[config.mk]
export PLATFORM = sky130hd
export DESIGN_NAME = gemm_engine
export DESIGN_NICKNAME = d
export VERILOG_FILES = /design/src/hw/gemm_pkg.sv /design/src/hw/gemm_engine.sv
export VERILOG_INCLUDE_DIRS = /design/src /design/src/include
export SDC_FILE = /design/constraint.sdc
export NUM_CORES = 1
export LEC_CHECK = 0
export BUFFER_PORTS_ARGS = -buffer_cell sky130_fd_sc_hd__buf_2
export CAP_MARGIN = 5
export CORE_MARGIN = 5
export CORE_UTILIZATION = 45
export CTS_CLUSTER_SIZE = 24
export DETAILED_ROUTE_END_ITERATION = 7
export SLEW_MARGIN = 20
export SYNTH_ARGS = -nofsm -noshare
export SYNTH_HDL_FRONTEND = slang
export SYNTH_SLANG_ARGS = --single-unit
export TNS_END_PERCENT = 10
[constraint.sdc]
create_clock -name clk_i -period 5.64 [get_ports clk_i]
set_input_delay 1.128 -clock clk_i [delete_from_list [all_inputs] [get_ports clk_i]]
set_output_delay 1.128 -clock clk_i [all_outputs]
set_load 0.005 [all_outputs]
[src/include/gemm_defines.svh]
// Widths, lane count, register map and scratchpad size for the GEMM accelerator RTL
`ifndef GEMM_DEFINES_SVH
`define GEMM_DEFINES_SVH

// Datapath widths
`define GEMM_ELEM_W       16
`define GEMM_ARRAY_WIDTH  2
`define GEMM_WORD_W       32
`define GEMM_DIM_W        4

// Scratchpad geometry
`define GEMM_MEM_DEPTH    256
`define GEMM_MEM_AW       8

// APB register map, byte offsets
`define GEMM_APB_AW       12
`define GEMM_REG_CTRL     12'h000
`define GEMM_REG_STATUS   12'h004
`define GEMM_REG_M        12'h008
`define GEMM_REG_K        12'h00C
`define GEMM_REG_XBASE    12'h010
`define GEMM_REG_WBASE    12'h014
`define GEMM_REG_YBASE    12'h018
`define GEMM_REG_ZBASE    12'h01C
`define GEMM_MEM_WINDOW   12'h400

`endif

[src/hw/gemm_pkg.sv]
// State and opcode types shared by the GEMM accelerator stages, imported where needed
`default_nettype none

package gemm_pkg;

  // Job controller in the register file
  typedef enum logic [1:0] {
    IDLE = 2'd0,
    RUN  = 2'd1,
    DONE = 2'd2
  } ctrl_state_e;

  // Fetch sequence per row of X
  typedef enum logic [2:0] {
    F_IDLE  = 3'd0,
    F_Y     = 3'd1,
    F_X     = 3'd2,
    F_W     = 3'd3,
    F_STORE = 3'd4
  } fetch_state_e;

  // Opcode that travels with every pipeline read
  typedef enum logic [1:0] {
    OP_LOAD_Y = 2'd0,
    OP_LOAD_X = 2'd1,
    OP_MAC_W  = 2'd2,
    OP_STORE  = 2'd3
  } pipe_op_e;

endpackage : gemm_pkg

`default_nettype wire

[src/hw/gemm_engine.sv]
// Operand capture, multiply-accumulate and write-back stages producing one Z row per STORE
`timescale 1ns/1ns
`default_nettype none
`include "gemm_defines.svh"

module gemm_engine (
  input  wire                          clk_i,
  input  wire                          rst_i,
  input  wire                          in_valid_i,
  input  gemm_pkg::pipe_op_e           in_op_i,
  input  wire  [`GEMM_WORD_W-1:0]      in_data_i,
  input  wire  [`GEMM_MEM_AW-1:0]      in_zaddr_i,
  output logic                         wr_valid_o,
  output logic [`GEMM_MEM_AW-1:0]      wr_addr_o,
  output logic [`GEMM_WORD_W-1:0]      wr_data_o
);
  import gemm_pkg::*;

  // Stage 1
  logic                    s1_valid_q;
  pipe_op_e                s1_op_q;
  logic [`GEMM_WORD_W-1:0] s1_data_q;
  logic [`GEMM_MEM_AW-1:0] s1_zaddr_q;

  // Stage 2
  logic signed [`GEMM_ELEM_W-1:0]                         x_q;
  logic        [`GEMM_ARRAY_WIDTH-1:0][`GEMM_ELEM_W-1:0]  acc_q;
  logic        [`GEMM_ARRAY_WIDTH-1:0][`GEMM_ELEM_W-1:0]  mac_sum;
  logic signed [2*`GEMM_ELEM_W-1:0]                       prod [`GEMM_ARRAY_WIDTH];
  logic                                                   x_seen_q;

  always_ff @(posedge clk_i) begin
    if (rst_i) begin
      s1_valid_q <= 1'b0;
    end else begin
      s1_valid_q <= in_valid_i;
    end
  end

  always_ff @(posedge clk_i) begin
    s1_op_q    <= in_op_i;
    s1_data_q  <= in_data_i;
    s1_zaddr_q <= in_zaddr_i;
  end

  // Lane i of a W row sits in bits [16i+15:16i], results wrap at 16 bits
  always_comb begin
    for (int i = 0; i < `GEMM_ARRAY_WIDTH; i++) begin
      prod[i]    = x_q * $signed(s1_data_q[i*`GEMM_ELEM_W +: `GEMM_ELEM_W]);
      mac_sum[i] = acc_q[i] + prod[i][`GEMM_ELEM_W-1:0];
    end
  end

  always_ff @(posedge clk_i) begin
    if (rst_i) begin
      wr_valid_o <= 1'b0;
      x_seen_q   <= 1'b0;
    end else begin
      wr_valid_o <= s1_valid_q && (s1_op_q == OP_STORE);
      if (s1_valid_q && s1_op_q == OP_LOAD_Y) begin
        x_seen_q <= 1'b0;
      end else if (s1_valid_q && s1_op_q == OP_LOAD_X) begin
        x_seen_q <= 1'b1;
      end
    end
  end

  always_ff @(posedge clk_i) begin
    if (s1_valid_q) begin
      case (s1_op_q)
        OP_LOAD_Y: acc_q <= s1_data_q;
        OP_LOAD_X: x_q   <= s1_data_q[`GEMM_ELEM_W-1:0];
        OP_MAC_W:  acc_q <= mac_sum;
        OP_STORE: begin
          wr_addr_o <= s1_zaddr_q;
          wr_data_o <= acc_q;
        end
        default: ;
      endcase
    end
  end

  // Fetch order guarantees an X element is held before any W row of the same output row
  assert property (@(posedge clk_i) disable iff (rst_i)
    (s1_valid_q && s1_op_q == OP_MAC_W) |-> x_seen_q);

endmodule : gemm_engine

`default_nettype wire

# --- Yosys cells after proc, flatten, opt, wreduce, memory -nomap -nowiden ---
# Cells that the tools add are included.
classes:
  muxes: 1
  n_mul: 2
  addsub: 2
  reduce_logical: 6
  eq_ne: 3
ops:
  columns: ["op", "n"]
  rows:
  - ["$pmux W32 S2", 1]
  - ["$add A16 B16 Y16", 2]
  - ["$mul A16 B16 Y16", 2]
  - ["$reduce_and A2 Y1", 3]
  - ["$eq A2 B2 Y1 const B", 2]
  - ["$eq A2 B1 Y1 const B", 1]
  - ["$logic_not A2 Y1", 1]
  - ["$reduce_bool A2 Y1", 1]
  - ["$logic_and A1 B1 Y1", 1]
totals:
  register_bits: 132
  input_bits: 45
  elab_cells: 24

# --- Depth between registers and ports, before layout ---
# Gate-level depths: netlist of the first run.
depth:
  depth_word: 3
  ltp_mapped: 22
  depth_no_buf: 20

# --- Worst setup path after synthesis of the first run ---
# No wires, ideal clock.
synth_timing:
  path_kind: "flip-flop to flip-flop"
  from: "register x_q[6]"
  to: "register acc_q[13] (netlist bit), data pin"
  path_stages_with_launch: 21
  synth_period_minus_slack_ns: 5.358
  n_path_buf: 2
  slack_ns: 0.282
  setup_ns: 0.268
  arrival_time_ns: 5.090
  path_cell_list: "edfxtp_1 buf_4 clkbuf_1 and2_1 fa_1 inv_1 fa_1 fa_1 inv_1 ha_1 fa_1 inv_1 fa_1 inv_1 ha_1 or4_1 o221ai_1 nand2b_1 a21oi_1 xor2_1 o21ai_0"
synth_between:
  elab_chain_cells: 3
synth_rtl:
  columns: ["element", "line_no", "source"]
  rows:
  - ["start: declaration", "gemm_engine.sv:26", "logic signed [`GEMM_ELEM_W-1:0] x_q;"]
  - ["start signal: assignment", "gemm_engine.sv:72", "OP_LOAD_X: x_q <= s1_data_q[`GEMM_ELEM_W-1:0];"]
  - ["$mul A16 B16 Y16", "gemm_engine.sv:49", "prod[i] = x_q * $signed(s1_data_q[i*`GEMM_ELEM_W +: `GEMM_ELEM_W]);"]
  - ["$add A16 B16 Y16", "gemm_engine.sv:50", "mac_sum[i] = acc_q[i] + prod[i][`GEMM_ELEM_W-1:0];"]
  - ["$pmux W32 S2", "gemm_engine.sv:70", "case (s1_op_q)"]
  - ["end signal: assignment", "gemm_engine.sv:71", "OP_LOAD_Y: acc_q <= s1_data_q;"]
  - ["end signal: assignment", "gemm_engine.sv:73", "OP_MAC_W: acc_q <= mac_sum;"]
  - ["end: declaration", "gemm_engine.sv:27", "logic [`GEMM_ARRAY_WIDTH-1:0][`GEMM_ELEM_W-1:0] acc_q;"]
# Every way passes these cells.
# A chain may end at the register's enable or synchronous reset.

# --- Worst setup path in the final report of the first run ---
layout_timing:
  from: "register x_q[9]"
  to: "register acc_q[14] (netlist bit), data pin"
# The elaborated chain is that of the path after synthesis.

==> results of run 1 <==
[critical path, delay by kind of cell, from the launching register on]
family / cells / cell delay [ns]
buf+inv: 6 / 0.53
simple gates: 2 / 0.28
compound gates: 3 / 0.65
flops: 1 / 0.40
fa+ha+maj: 7 / 3.42
[cells in the final DEF, fill, tap and decap left out, drive strengths merged, types with 3 or more instances in the layout]
cell type | netlist | final
edfxtp | 88 | 88
a21oi | 15 | 15
nand2 | 151 | 151
clkinv | 0 | 4
o21ai | 30 | 30
xor2 | 18 | 18
nor3 | 6 | 6
clkbuf | 39 | 17
nor2b | 6 | 6
xnor2 | 57 | 57
ha | 132 | 132
nand2b | 9 | 9
o21a | 7 | 7
dfxtp | 44 | 44
xnor3 | 4 | 4
o31ai | 3 | 3
nor2 | 9 | 9
buf | 10 | 159
and2 | 168 | 168
o221ai | 3 | 3
fa | 186 | 186
clkinvlp | 0 | 3
inv | 352 | 358
[stage by stage]
stage | instances | power [mW]
global route | 1888 | 7.63
detailed placement | 1834 | 5.52
finish | 1888 | 6.92
floorplan | 1356 | 4.59
CTS | 1874 | 6.71
global placement | 1833 | 5.41
[sequential cells by signal, summed over array words and instances (netlist names)]
register / count
wr_valid_o: 1
s1_data_q: 32
wr_data_o: 32
acc_q: 32
wr_addr_o: 8
s1_valid_q: 1
s1_op_q: 2
x_q: 16
s1_zaddr_q: 8
[kinds of logic after synthesis]
logic type / count (synthesis) / share of synthesized area (%)
fa+ha+maj: 318 / 40.0
compound gates: 70 / 3.27
simple gates: 356 / 13.7
buf+inv: 401 / 11.3
flops: 132 / 26.2
xor+xnor: 79 / 5.55
[cell type report]
cell class                 count  area (um^2)  area share (%)
timing repair buffer         159         1010            6.54
tap                          390          488            3.16
multi-input combinational    823         8500            55.1
sequential                   132         3530            22.9
clock inverter                15          169            1.09
inverter                     352         1320            8.55
clock buffer                  17          425            2.75
[power by group through the flow]
| stage | clock network (mW) | logic (mW) | registers [mW] |
|---|---|---|---|
| 6_report | 1.13 | 4.60 | 1.19 |
| 5_1_grt | 1.21 | 5.22 | 1.20 |
| 4_1_cts | 1.17 | 4.35 | 1.20 |
| 3_5_place_dp | 0 | 4.30 | 1.22 |
| 3_3_place_gp | 0 | 4.19 | 1.22 |
| 2_1_floorplan | 0 | 3.42 | 1.17 |
[final timing paths]
| check | end | slack [ns] | cells past startpoint |
|---|---|---|---|
| worst min register to register | wr_addr_o[3]$_DFFE_PP_ | 0.40 | 0 |
| worst min-delay path | wr_addr_o[3]$_DFFE_PP_ | 0.40 | 0 |
| worst max register to register | acc_q[14]$_DFFE_PP_ | 0.13 | 18 |
| worst max-delay path | acc_q[14]$_DFFE_PP_ | 0.13 | 18 |
[timing repair]
action                                 CTS  global route
pin swaps                                0             9
setup endpoints to repair                1             6
endpoints found under the hold margin    0             0
gates resized for setup                  0            34
buffers inserted                         8            14
[routing by layer]
metal	global-route usage, %	share of wire [%]
met2	32.8	48
met4	5.90	2.3
met3	3.51	4.4
met5	0	0
met1	27.0	45
==> run summary, run 1 <==
Clock tree
• number of buffers added by the clock tree synthesis step: 17
• Clock H-tree levels: 4
• clk_lat worst skew: 0.44 ns
• clock tree buffer depth: 2
• clock edge transition at the registers on the reported setup and hold paths: 0.07 ns
• CTS root buffer: sky130_fd_sc_hd__clkbuf_16
• Num Clock Sinks: 132
• TritonCTS clock tree: yes
• total of hold buffers inserted after clock tree synthesis: 0

Finish
• share of the core filled with cells in the final layout: 52.3%
• relative area change from synthesis to final layout: 14.8%
• antenna cell count: 0
• Post-Layout Inst Area: 15400 um^2
• share of post-route cells with drive strength above 1: 15.2%
• final net count: 1848
• number of fill cells: 2684

Die
• number of placed I/O pins: 86
• Die Ht: 183 um
• Die X: 183 um
• count of standard-cell rows: 63
• floorplan core area: 29600 um^2
• area of the die: 33400 um^2
• starting utilization of the core area: 45.5%

Critical path
• Worst EP required: 5.84 ns
• critical path cell sequence: buf_4 > and2_1 > fa_1 > inv_1 > fa_1 > fa_1 > fa_1 > inv_1 > fa_1 > inv_1 > fa_1 > inv_1 > ha_1 > a21oi_1 > o31ai_2 > buf_4 > nor3b_1 > o32a_1
• endpoint kind of the worst setup timing path: flop
• data arrival time of the worst path: 5.71 ns
• origin of the critical flop-to-flop path: x_q[9]$_DFFE_PP_
• max incr delay on CP: 0.59 ns
• cell with the largest stage delay on the worst path: sky130_fd_sc_hd__fa_1
• worst setup path start: x_q[9]$_DFFE_PP_
• critical setup path kind: flop to flop
• startpoint type of the worst setup path: flop
• most frequent cell on the critical path: sky130_fd_sc_hd__fa_1
• critical path fanouts, max: 4

STA
• final worst clock skew: 0.0121 ns
• endpoints failing setup: 0
• Slew Limit Headroom: 53.3%
• sum of negative setup slack: 0 ns
• hold violation count in the final report: 0
• unrepaired setup endpoints after global routing: yes
• achievable clock frequency: 0.181 GHz
• final worst-path cycle share: 97.7%
• Tmin final: 5.51 ns
• count of final max-slew check failures: 0
• transition time at the pin with the least slew margin: 0.699 ns
• setup ws final: 0.130 ns
• Worst Hold Slack: 0.405 ns

Placement
• quantity of I/O buffers inserted on ports: 85
• worst setup timing slack at the placement stage: -0.0207 ns
• Final Wtd Congestion: 0.889
• area of placed instances: 14600 um^2
• detailed placement HPWL: 25200 um

Yosys
• top post-synthesis cells by area: sky130_fd_sc_hd__fa_1 (28%), sky130_fd_sc_hd__edfxtp_1 (20%), sky130_fd_sc_hd__ha_1 (12%)
• cell with the most instances after synthesis: sky130_fd_sc_hd__inv_1
• post-synthesis instance total: 1356
• post-synthesis cell type count: 40
• post-synthesis register bit count: 132
• Synthesis Warnings: 0
• FFs w/ async S/R, synth: 0%
• largest area contributor in the netlist: sky130_fd_sc_hd__fa_1
• part of the Yosys area used for sequential elements: 26.2%
• cell types with the highest counts after synthesis: sky130_fd_sc_hd__inv_1 (352), sky130_fd_sc_hd__fa_1 (186), sky130_fd_sc_hd__and2_1 (162)
• net count after synthesis: 1719
• most common flop cell mapped by yosys: sky130_fd_sc_hd__edfxtp_1
• count of flip-flops with a built-in enable after synthesis: 88
• average size of a mapped cell: 9.92 um^2
• fraction of synthesized cell area taken by the top area cell type: 27.7%
• Post-Syn Area: 13400 um^2

Pwr
• fraction of power spent switching nets: 43.1%
• power share of the sequential group: 17.2%
• switching pwr: 2.98 mW
• total power divided by cell area: 448 nW/um^2
• share of total power in combinational logic: 66.4%
• total internal power: 3.94 mW
• Clock Power Share: 16.3%
• Leakage: 7.53 nW
• worst-case vdd ir drop: 1.01 mV

Outcome
• outcome: completed

Global routing
• overall routing resource usage: 19.8%
• largest net degree at the start of global routing: 42
• overall overflow remaining after global route: 0
• vias in the first global route: 9756
• global-route wire length before repair: 51800 um
• initial antenna violation count: 0

Hold path
• startpoint of the tightest hold check path: s1_zaddr_q[3]$_DFF_P_
• path class of the lowest-slack min-delay path: flop to flop

Routing
• first-pass iteration count of the detailed router: 4
• remaining number of nets flagged by the antenna check after routing: 0
• drt first-iter violations: 406
• post-detailed-route DRC marker count: 0
• final wirelength: 31300 um
• detailed-route via count: 8960
• final routed wire length divided by cell count: 16.6 um
• via/cell ratio: 4.75

Flow run
• number of max-cap violations: 0

Power figures use the tool's default switching activity.
==> run 2, diff against run 1 <==
- CORE_UTILIZATION: 45 -> 25
==> run 2 against run 1 <==
- largest cell class unchanged
- critical path type unchanged
- global-route usage fell by 7.6 points
- total power up 0.80%
- non-clock buffer count down 13
==> run summary, run 2 (same netlist as run 1, synthesis figures left out) <==
Outcome
• outcome: completed, unchanged

Critical path
• sum of buffers and inverters on the critical path: 5, was 6
• most frequent cell on the critical path: sky130_fd_sc_hd__fa_1, unchanged
• Worst EP required: 5.84 ns, about the same
• critical path cell sequence: buf_4 > and2_1 > fa_1 > inv_1 > fa_1 > fa_1 > inv_1 > ha_1 > fa_1 > inv_1 > fa_1 > inv_1 > ha_2 > or4_4 > o221ai_4 > nand2b_1 > a21oi_2 > xor2_1 > o21ai_0, was buf_4 > and2_1 > fa_1 > inv_1 > fa_1 > fa_1 > fa_1 > inv_1 > fa_1 > inv_1 > fa_1 > inv_1 > ha_1 > a21oi_1 > o31ai_2 > buf_4 > nor3b_1 > o32a_1
• critical path fanouts, max: 5, was 4
• critical path's top delay family: adder cells, unchanged
• cell with the largest stage delay on the worst path: sky130_fd_sc_hd__or4_4, was sky130_fd_sc_hd__fa_1
• endpoint kind of the worst setup timing path: flop, unchanged
• startpoint type of the worst setup path: flop, unchanged
• data arrival time of the worst path: 5.76 ns, was 5.71 ns
• max incr delay on CP: 0.57 ns, was 0.59 ns
• critical setup path kind: flop to flop, unchanged

Routing
• post-detailed-route DRC marker count: 0, unchanged
• final wirelength: 34200 um, was 31300 um
• first-pass iteration count of the detailed router: 4, unchanged
• drt first-iter violations: 407, was 406
• remaining number of nets flagged by the antenna check after routing: 0, unchanged
• via/cell ratio: 4.10, was 4.75
• detailed-route via count: 8953, was 8960
• final routed wire length divided by cell count: 15.7 um, was 16.6 um

Placement
• worst setup timing slack at the placement stage: -0.0106 ns, was -0.0207 ns
• Cells after DPL: 2135, was 1834
• Final Wtd Congestion: 0.858, was 0.889
• quantity of I/O buffers inserted on ports: 85, unchanged
• detailed placement HPWL: 27800 um, was 25200 um

Clock tree
• TritonCTS clock tree: yes, unchanged
• number of buffers added by the clock tree synthesis step: 17, unchanged
• clock edge transition at the registers on the reported setup and hold paths: 0.07 ns, about the same
• Clock H-tree levels: 4, unchanged
• clock tree buffer depth: 2, unchanged
• total of hold buffers inserted after clock tree synthesis: 0, unchanged
• CTS root buffer: sky130_fd_sc_hd__clkbuf_16, unchanged
• Num Clock Sinks: 132, unchanged
• clk_lat worst skew: 0.48 ns, was 0.44 ns

STA
• final worst-path cycle share: 98.5%, was 97.7%
• unrepaired setup endpoints after global routing: yes, unchanged
• transition time at the pin with the least slew margin: 1.05 ns, was 0.699 ns
• hold violation count in the final report: 0, unchanged
• Slew Limit Headroom: 29.6%, was 53.3%
• final worst clock skew: 0.0130 ns, was 0.0121 ns
• endpoints failing setup: 0, unchanged
• Tmin final: 5.55 ns, was 5.51 ns
• count of final max-slew check failures: 0, unchanged
• Worst Hold Slack: 0.404 ns, was 0.405 ns
• setup ws final: 0.0857 ns, was 0.130 ns
• achievable clock frequency: 0.180 GHz, was 0.181 GHz

Finish
• final net count: 1835, was 1848
• top flop regs: acc_q: 32 flops, s1_data_q: 32 flops, wr_data_o: 32 flops, unchanged
• commonest non-fill, non-tap cell in the layout: sky130_fd_sc_hd__inv_1, unchanged
• commonest cells after routing, fill and taps aside: sky130_fd_sc_hd__inv_1 (352), sky130_fd_sc_hd__fa_1 (185), sky130_fd_sc_hd__and2_1 (162), was sky130_fd_sc_hd__inv_1 (352), sky130_fd_sc_hd__fa_1 (184), sky130_fd_sc_hd__and2_1 (162)
• relative area change from synthesis to final layout: 16.9%, was 14.8%
• share of post-route cells with drive strength above 1: 13.9%, was 15.2%
• share of the core filled with cells in the final layout: 29.3%, was 52.3%
• antenna cell count: 0, unchanged
• Post-Layout Cell Count: 2181, was 1888

Die
• number of placed I/O pins: 86, unchanged
• Die Ht: 242 um, was 183 um
• Die X: 242 um, was 183 um
• count of standard-cell rows: 85, was 63
• starting utilization of the core area: 25.1%, was 45.5%
• floorplan core area: 53600 um^2, was 29600 um^2
• area of the die: 58500 um^2, was 33400 um^2

Global routing
• initial antenna violation count: 0, unchanged
• overall overflow remaining after global route: 0, unchanged
• overall routing resource usage: 12.2%, was 19.8%
• vias in the first global route: 10162, was 9756
• global-route wire length before repair: 55600 um, was 51800 um
• largest net degree at the start of global routing: 53, was 42

Pwr
• worst-case vdd ir drop: 0.327 mV, was 1.01 mV
• Leakage: 7.48 nW, was 7.53 nW
• total power divided by cell area: 444 nW/um^2, was 448 nW/um^2
• Tot Pwr: 6.98 mW, was 6.92 mW

Hold path
• path class of the lowest-slack min-delay path: flop to flop, unchanged

Flow run
• number of max-cap violations: 0, unchanged

run 2: area by class of cell:
class / instances / area, um^2
fillers: 5673 / 37900
multi-input cells: 823 / 8510
flip-flops and latches: 132 / 3530
inverters: 352 / 1320
repair buffers: 146 / 920
well taps: 696 / 871
clock buffers: 18 / 429
clock inverters: 14 / 153
run 2: metal layers:
| layer | vias to the layer above | global-route usage (%) | part of all wire, % |
|---|---|---|---|
| li1 | 4270 | - | - |
| met3 | 50 | 2.60 | 3.9 |
| met4 | 0 | 4.93 | 2.7 |
| met5 | - | 0 | 0 |
| met1 | 4457 | 15.0 | 43 |
| met2 | 176 | 20.8 | 50 |
run 2: worst paths after layout:
path | start | endpoint | slack, ns | cells past startpoint
setup / recovery | x_q[7]$_DFFE_PP_ | acc_q[13]$_DFFE_PP_ | 0.09 | 19
hold / removal | s1_zaddr_q[6]$_DFF_P_ | wr_addr_o[6]$_DFFE_PP_ | 0.40 | 0
setup reg to reg | x_q[7]$_DFFE_PP_ | acc_q[13]$_DFFE_PP_ | 0.09 | 19
hold reg to reg | s1_zaddr_q[6]$_DFF_P_ | wr_addr_o[6]$_DFFE_PP_ | 0.40 | 0
run 2: worst register-to-register path, cell delays in order, from the launching register on:
cell	delay, ns
sky130_fd_sc_hd__edfxtp_1	0.49
sky130_fd_sc_hd__buf_4	0.19
sky130_fd_sc_hd__and2_1	0.14
sky130_fd_sc_hd__fa_1	0.48
sky130_fd_sc_hd__inv_1	0.06
sky130_fd_sc_hd__fa_1	0.51
sky130_fd_sc_hd__fa_1	0.52
sky130_fd_sc_hd__inv_1	0.04
sky130_fd_sc_hd__ha_1	0.29
sky130_fd_sc_hd__fa_1	0.51
sky130_fd_sc_hd__inv_1	0.05
sky130_fd_sc_hd__fa_1	0.48
sky130_fd_sc_hd__inv_1	0.04
sky130_fd_sc_hd__ha_2	0.20
sky130_fd_sc_hd__or4_4	0.57
sky130_fd_sc_hd__o221ai_4	0.22
sky130_fd_sc_hd__nand2b_1	0.10
sky130_fd_sc_hd__a21oi_2	0.16
sky130_fd_sc_hd__xor2_1	0.14
sky130_fd_sc_hd__o21ai_0	0.09
run 2: power breakdown:
| part | switching [mW] | total (mW) | leakage [nW] | internal, mW |
|---|---|---|---|---|
| Sequential | 0.0722 | 1.20 | 1.17 | 1.13 |
| Combinational | 2.50 | 4.64 | 6.01 | 2.15 |
| Clock | 0.482 | 1.13 | 0.285 | 0.653 |
| Total | 3.05 | 6.98 | 7.48 | 3.93 |
run 2: metrics by stage:
step | instance area, um^2 | setup TNS [ns]
floorplan | 13400 | 0
global placement | 14900 | 0
detailed placement | 14900 | -0.0106
CTS | 15500 | 0
global route | 15700 | -0.251
finish | 15700 | 0
run 2: repair_timing:
action | in CTS | in global routing
hold endpoints to repair | 0 | 0
buffers inserted | 2 | 12
setup endpoints to repair | 1 | 6
resized for setup | 0 | 26
pin swaps | 0 | 10
==> run 3, diff against run 2 <==
- SETUP_SLACK_MARGIN: default -> 0.2
==> run 3 against run 2 <==
- critical path depth did not move
- die area did not move
- count of clock-buffer cells in the layout did not move
- global-route usage barely moved
- core utilization rose by 0.42 points
- sequential share of layout area fell by 0.30 points
- clock skew barely moved
- via count rose by 0.77%
- sequential cell count did not move
- worst setup slack improved by 0.085 ns
==> run summary, run 3 (same netlist as run 1, synthesis figures left out) <==
Outcome
• outcome: completed, unchanged

Finish
• final net count: 1847, was 1835
• relative area change from synthesis to final layout: 18.6%, was 16.9%
• commonest cells after routing, fill and taps aside: sky130_fd_sc_hd__inv_1 (350), sky130_fd_sc_hd__fa_1 (182), sky130_fd_sc_hd__and2_1 (158), was sky130_fd_sc_hd__inv_1 (352), sky130_fd_sc_hd__fa_1 (185), sky130_fd_sc_hd__and2_1 (162)
• Post-Layout Inst Area: 16000 um^2, was 15700 um^2
• share of post-route cells with drive strength above 1: 16.2%, was 13.9%
• top flop regs: acc_q: 32 flops, s1_data_q: 32 flops, wr_data_o: 32 flops, unchanged
• commonest non-fill, non-tap cell in the layout: sky130_fd_sc_hd__inv_1, unchanged

Routing
• drt first-iter violations: 346, was 407
• first-pass iteration count of the detailed router: 5, was 4
• final routed wire length divided by cell count: 15.7 um, about the same
• detailed-route via count: 9022, was 8953
• remaining number of nets flagged by the antenna check after routing: 0, unchanged
• final wirelength: 34400 um, was 34200 um
• via/cell ratio: 4.11, was 4.10
• post-detailed-route DRC marker count: 0, unchanged

Die
• starting utilization of the core area: 25.1%, unchanged
• floorplan core area: 53600 um^2, unchanged
• Die X: 242 um, unchanged
• Die Ht: 242 um, unchanged
• count of standard-cell rows: 85, unchanged
• number of placed I/O pins: 86, unchanged
• area of the die: 58500 um^2, unchanged

Clock tree
• TritonCTS clock tree: yes, unchanged
• number of buffers added by the clock tree synthesis step: 17, unchanged
• Clock H-tree levels: 4, unchanged
• clock edge transition at the registers on the reported setup and hold paths: 0.06 ns, was 0.07 ns
• clock tree buffer depth: 2, unchanged
• clk_lat worst skew: 0.48 ns, about the same
• CTS root buffer: sky130_fd_sc_hd__clkbuf_16, unchanged
• Num Clock Sinks: 132, unchanged
• total of hold buffers inserted after clock tree synthesis: 0, unchanged

Pwr
• Leakage: 7.56 nW, was 7.48 nW
• total power divided by cell area: 451 nW/um^2, was 444 nW/um^2
• worst-case vdd ir drop: 0.360 mV, was 0.327 mV

Placement
• Final Wtd Congestion: 0.858, unchanged
• detailed placement HPWL: 27800 um, unchanged
• quantity of I/O buffers inserted on ports: 85, unchanged
• area of placed instances: 14900 um^2, unchanged

STA
• achievable clock frequency: 0.183 GHz, was 0.180 GHz
• endpoints failing setup: 0, unchanged
• final worst-path cycle share: 97.0%, was 98.5%
• unrepaired setup endpoints after global routing: yes, unchanged
• transition time at the pin with the least slew margin: 1.06 ns, was 1.05 ns
• Tmin final: 5.47 ns, was 5.55 ns
• final worst clock skew: 0.0125 ns, was 0.0130 ns
• Slew Limit Headroom: 29.3%, was 29.6%
• Worst Hold Slack: 0.404 ns, about the same
• count of final max-slew check failures: 0, unchanged
• hold violation count in the final report: 0, unchanged

Global routing
• overall routing resource usage: 12.2%, about the same
• initial antenna violation count: 0, unchanged
• vias in the first global route: 10205, was 10162
• global-route wire length before repair: 55800 um, was 55600 um
• overall overflow remaining after global route: 0, unchanged
• largest net degree at the start of global routing: 53, unchanged

Critical path
• Worst EP required: 5.84 ns, about the same
• critical setup path kind: flop to flop, unchanged
• data arrival time of the worst path: 5.67 ns, was 5.76 ns
• critical path fanouts, max: 9, was 5
• cell with the largest stage delay on the worst path: sky130_fd_sc_hd__or4_4, unchanged
• startpoint type of the worst setup path: flop, unchanged
• worst setup path start: s1_data_q[5]$_DFF_P_, was x_q[7]$_DFFE_PP_
• endpoint kind of the worst setup timing path: flop, unchanged
• sum of buffers and inverters on the critical path: 5, unchanged
• origin of the critical flop-to-flop path: s1_data_q[5]$_DFF_P_, was x_q[7]$_DFFE_PP_
• most frequent cell on the critical path: sky130_fd_sc_hd__fa_1, unchanged
• critical path's top delay family: adder cells, unchanged
• max incr delay on CP: 0.56 ns, was 0.57 ns
• critical path cell sequence: buf_4 > and2_1 > fa_1 > inv_1 > fa_1 > inv_1 > ha_1 > fa_1 > fa_1 > inv_1 > fa_1 > inv_1 > ha_1 > or4_4 > o221ai_4 > nand2b_1 > a21oi_2 > xor2_1 > o21ai_0, was buf_4 > and2_1 > fa_1 > inv_1 > fa_1 > fa_1 > inv_1 > ha_1 > fa_1 > inv_1 > fa_1 > inv_1 > ha_2 > or4_4 > o221ai_4 > nand2b_1 > a21oi_2 > xor2_1 > o21ai_0

Flow run
• number of max-cap violations: 0, unchanged

Hold path
• path class of the lowest-slack min-delay path: flop to flop, unchanged
• startpoint of the tightest hold check path: s1_zaddr_q[6]$_DFF_P_, unchanged

[run 3: cell count changes in the layout (fill, tap and decap cells not counted), moves of 4 or more]
cell	previous run	this run
sky130_fd_sc_hd__buf_4	54	62
sky130_fd_sc_hd__and2_4	0	4
sky130_fd_sc_hd__and2_1	162	158
sky130_fd_sc_hd__ha_4	2	6
sky130_fd_sc_hd__buf_6	4	9
sky130_fd_sc_hd__ha_1	128	124
[run 3: through the flow]
stage          power [mW]  utilization [%]  TNS [ns]  worst slack (ns)  cells
3_5_place_dp         5.59             27.9   -0.0106           -0.0106   2135
6_report             7.20             29.8         0             0.170   2194
2_1_floorplan        4.59                -         0             0.282   1356
5_1_grt              7.92             29.8         0            0.0358   2193
3_3_place_gp         5.45             27.9         0             0.117   2135
4_1_cts              6.96             29.2         0             0.137   2178
[run 3: what timing repair did]
item | 4_1_cts | 5_1_grt
setup endpoints to repair | 6 | 10
hold endpoints to repair | 0 | 0
resized for setup | 12 | 44
pin swaps | 3 | 32
buffers inserted | 11 | 15
[run 3: power by group]
part	switching (mW)	internal [mW]	total, mW
Sequential	0.0725	1.13	1.20
Combinational	2.58	2.28	4.86
Clock	0.482	0.653	1.13
Total	3.14	4.06	7.20
[run 3: final cells by class]
class / count / area (um^2)
Inverter: 352 / 1320
Tap cell: 696 / 871
Clock inverter: 14 / 153
Timing Repair Buffer: 158 / 1030
Multi-Input combinational cell: 823 / 8610
Sequential cell: 132 / 3530
Antenna cell: 1 / 2.50
Clock buffer: 18 / 429
Fill cell: 5640 / 37600
[run 3: path summary, 6_finish.rpt]
| check | endpoint | slack [ns] | cells after the start |
|---|---|---|---|
| worst min register to register | wr_addr_o[6]$_DFFE_PP_ | 0.40 | 0 |
| worst max register to register | acc_q[13]$_DFFE_PP_ | 0.17 | 19 |
| worst min-delay path | wr_addr_o[6]$_DFFE_PP_ | 0.40 | 0 |
| worst max-delay path | acc_q[13]$_DFFE_PP_ | 0.17 | 19 |
[run 3: per-layer routing]
| layer | share of wire (%) | routed length [um] | GRT usage (%) | up-vias |
|---|---|---|---|---|
| li1 | - | - | - | 4293 |
| met1 | 43 | 14900 | 15.0 | 4529 |
| met2 | 50 | 17300 | 21.0 | 157 |
| met3 | 3.8 | 1310 | 2.69 | 43 |
| met4 | 2.6 | 906 | 4.90 | 0 |
| met5 | 0 | 0 | 0 | - |
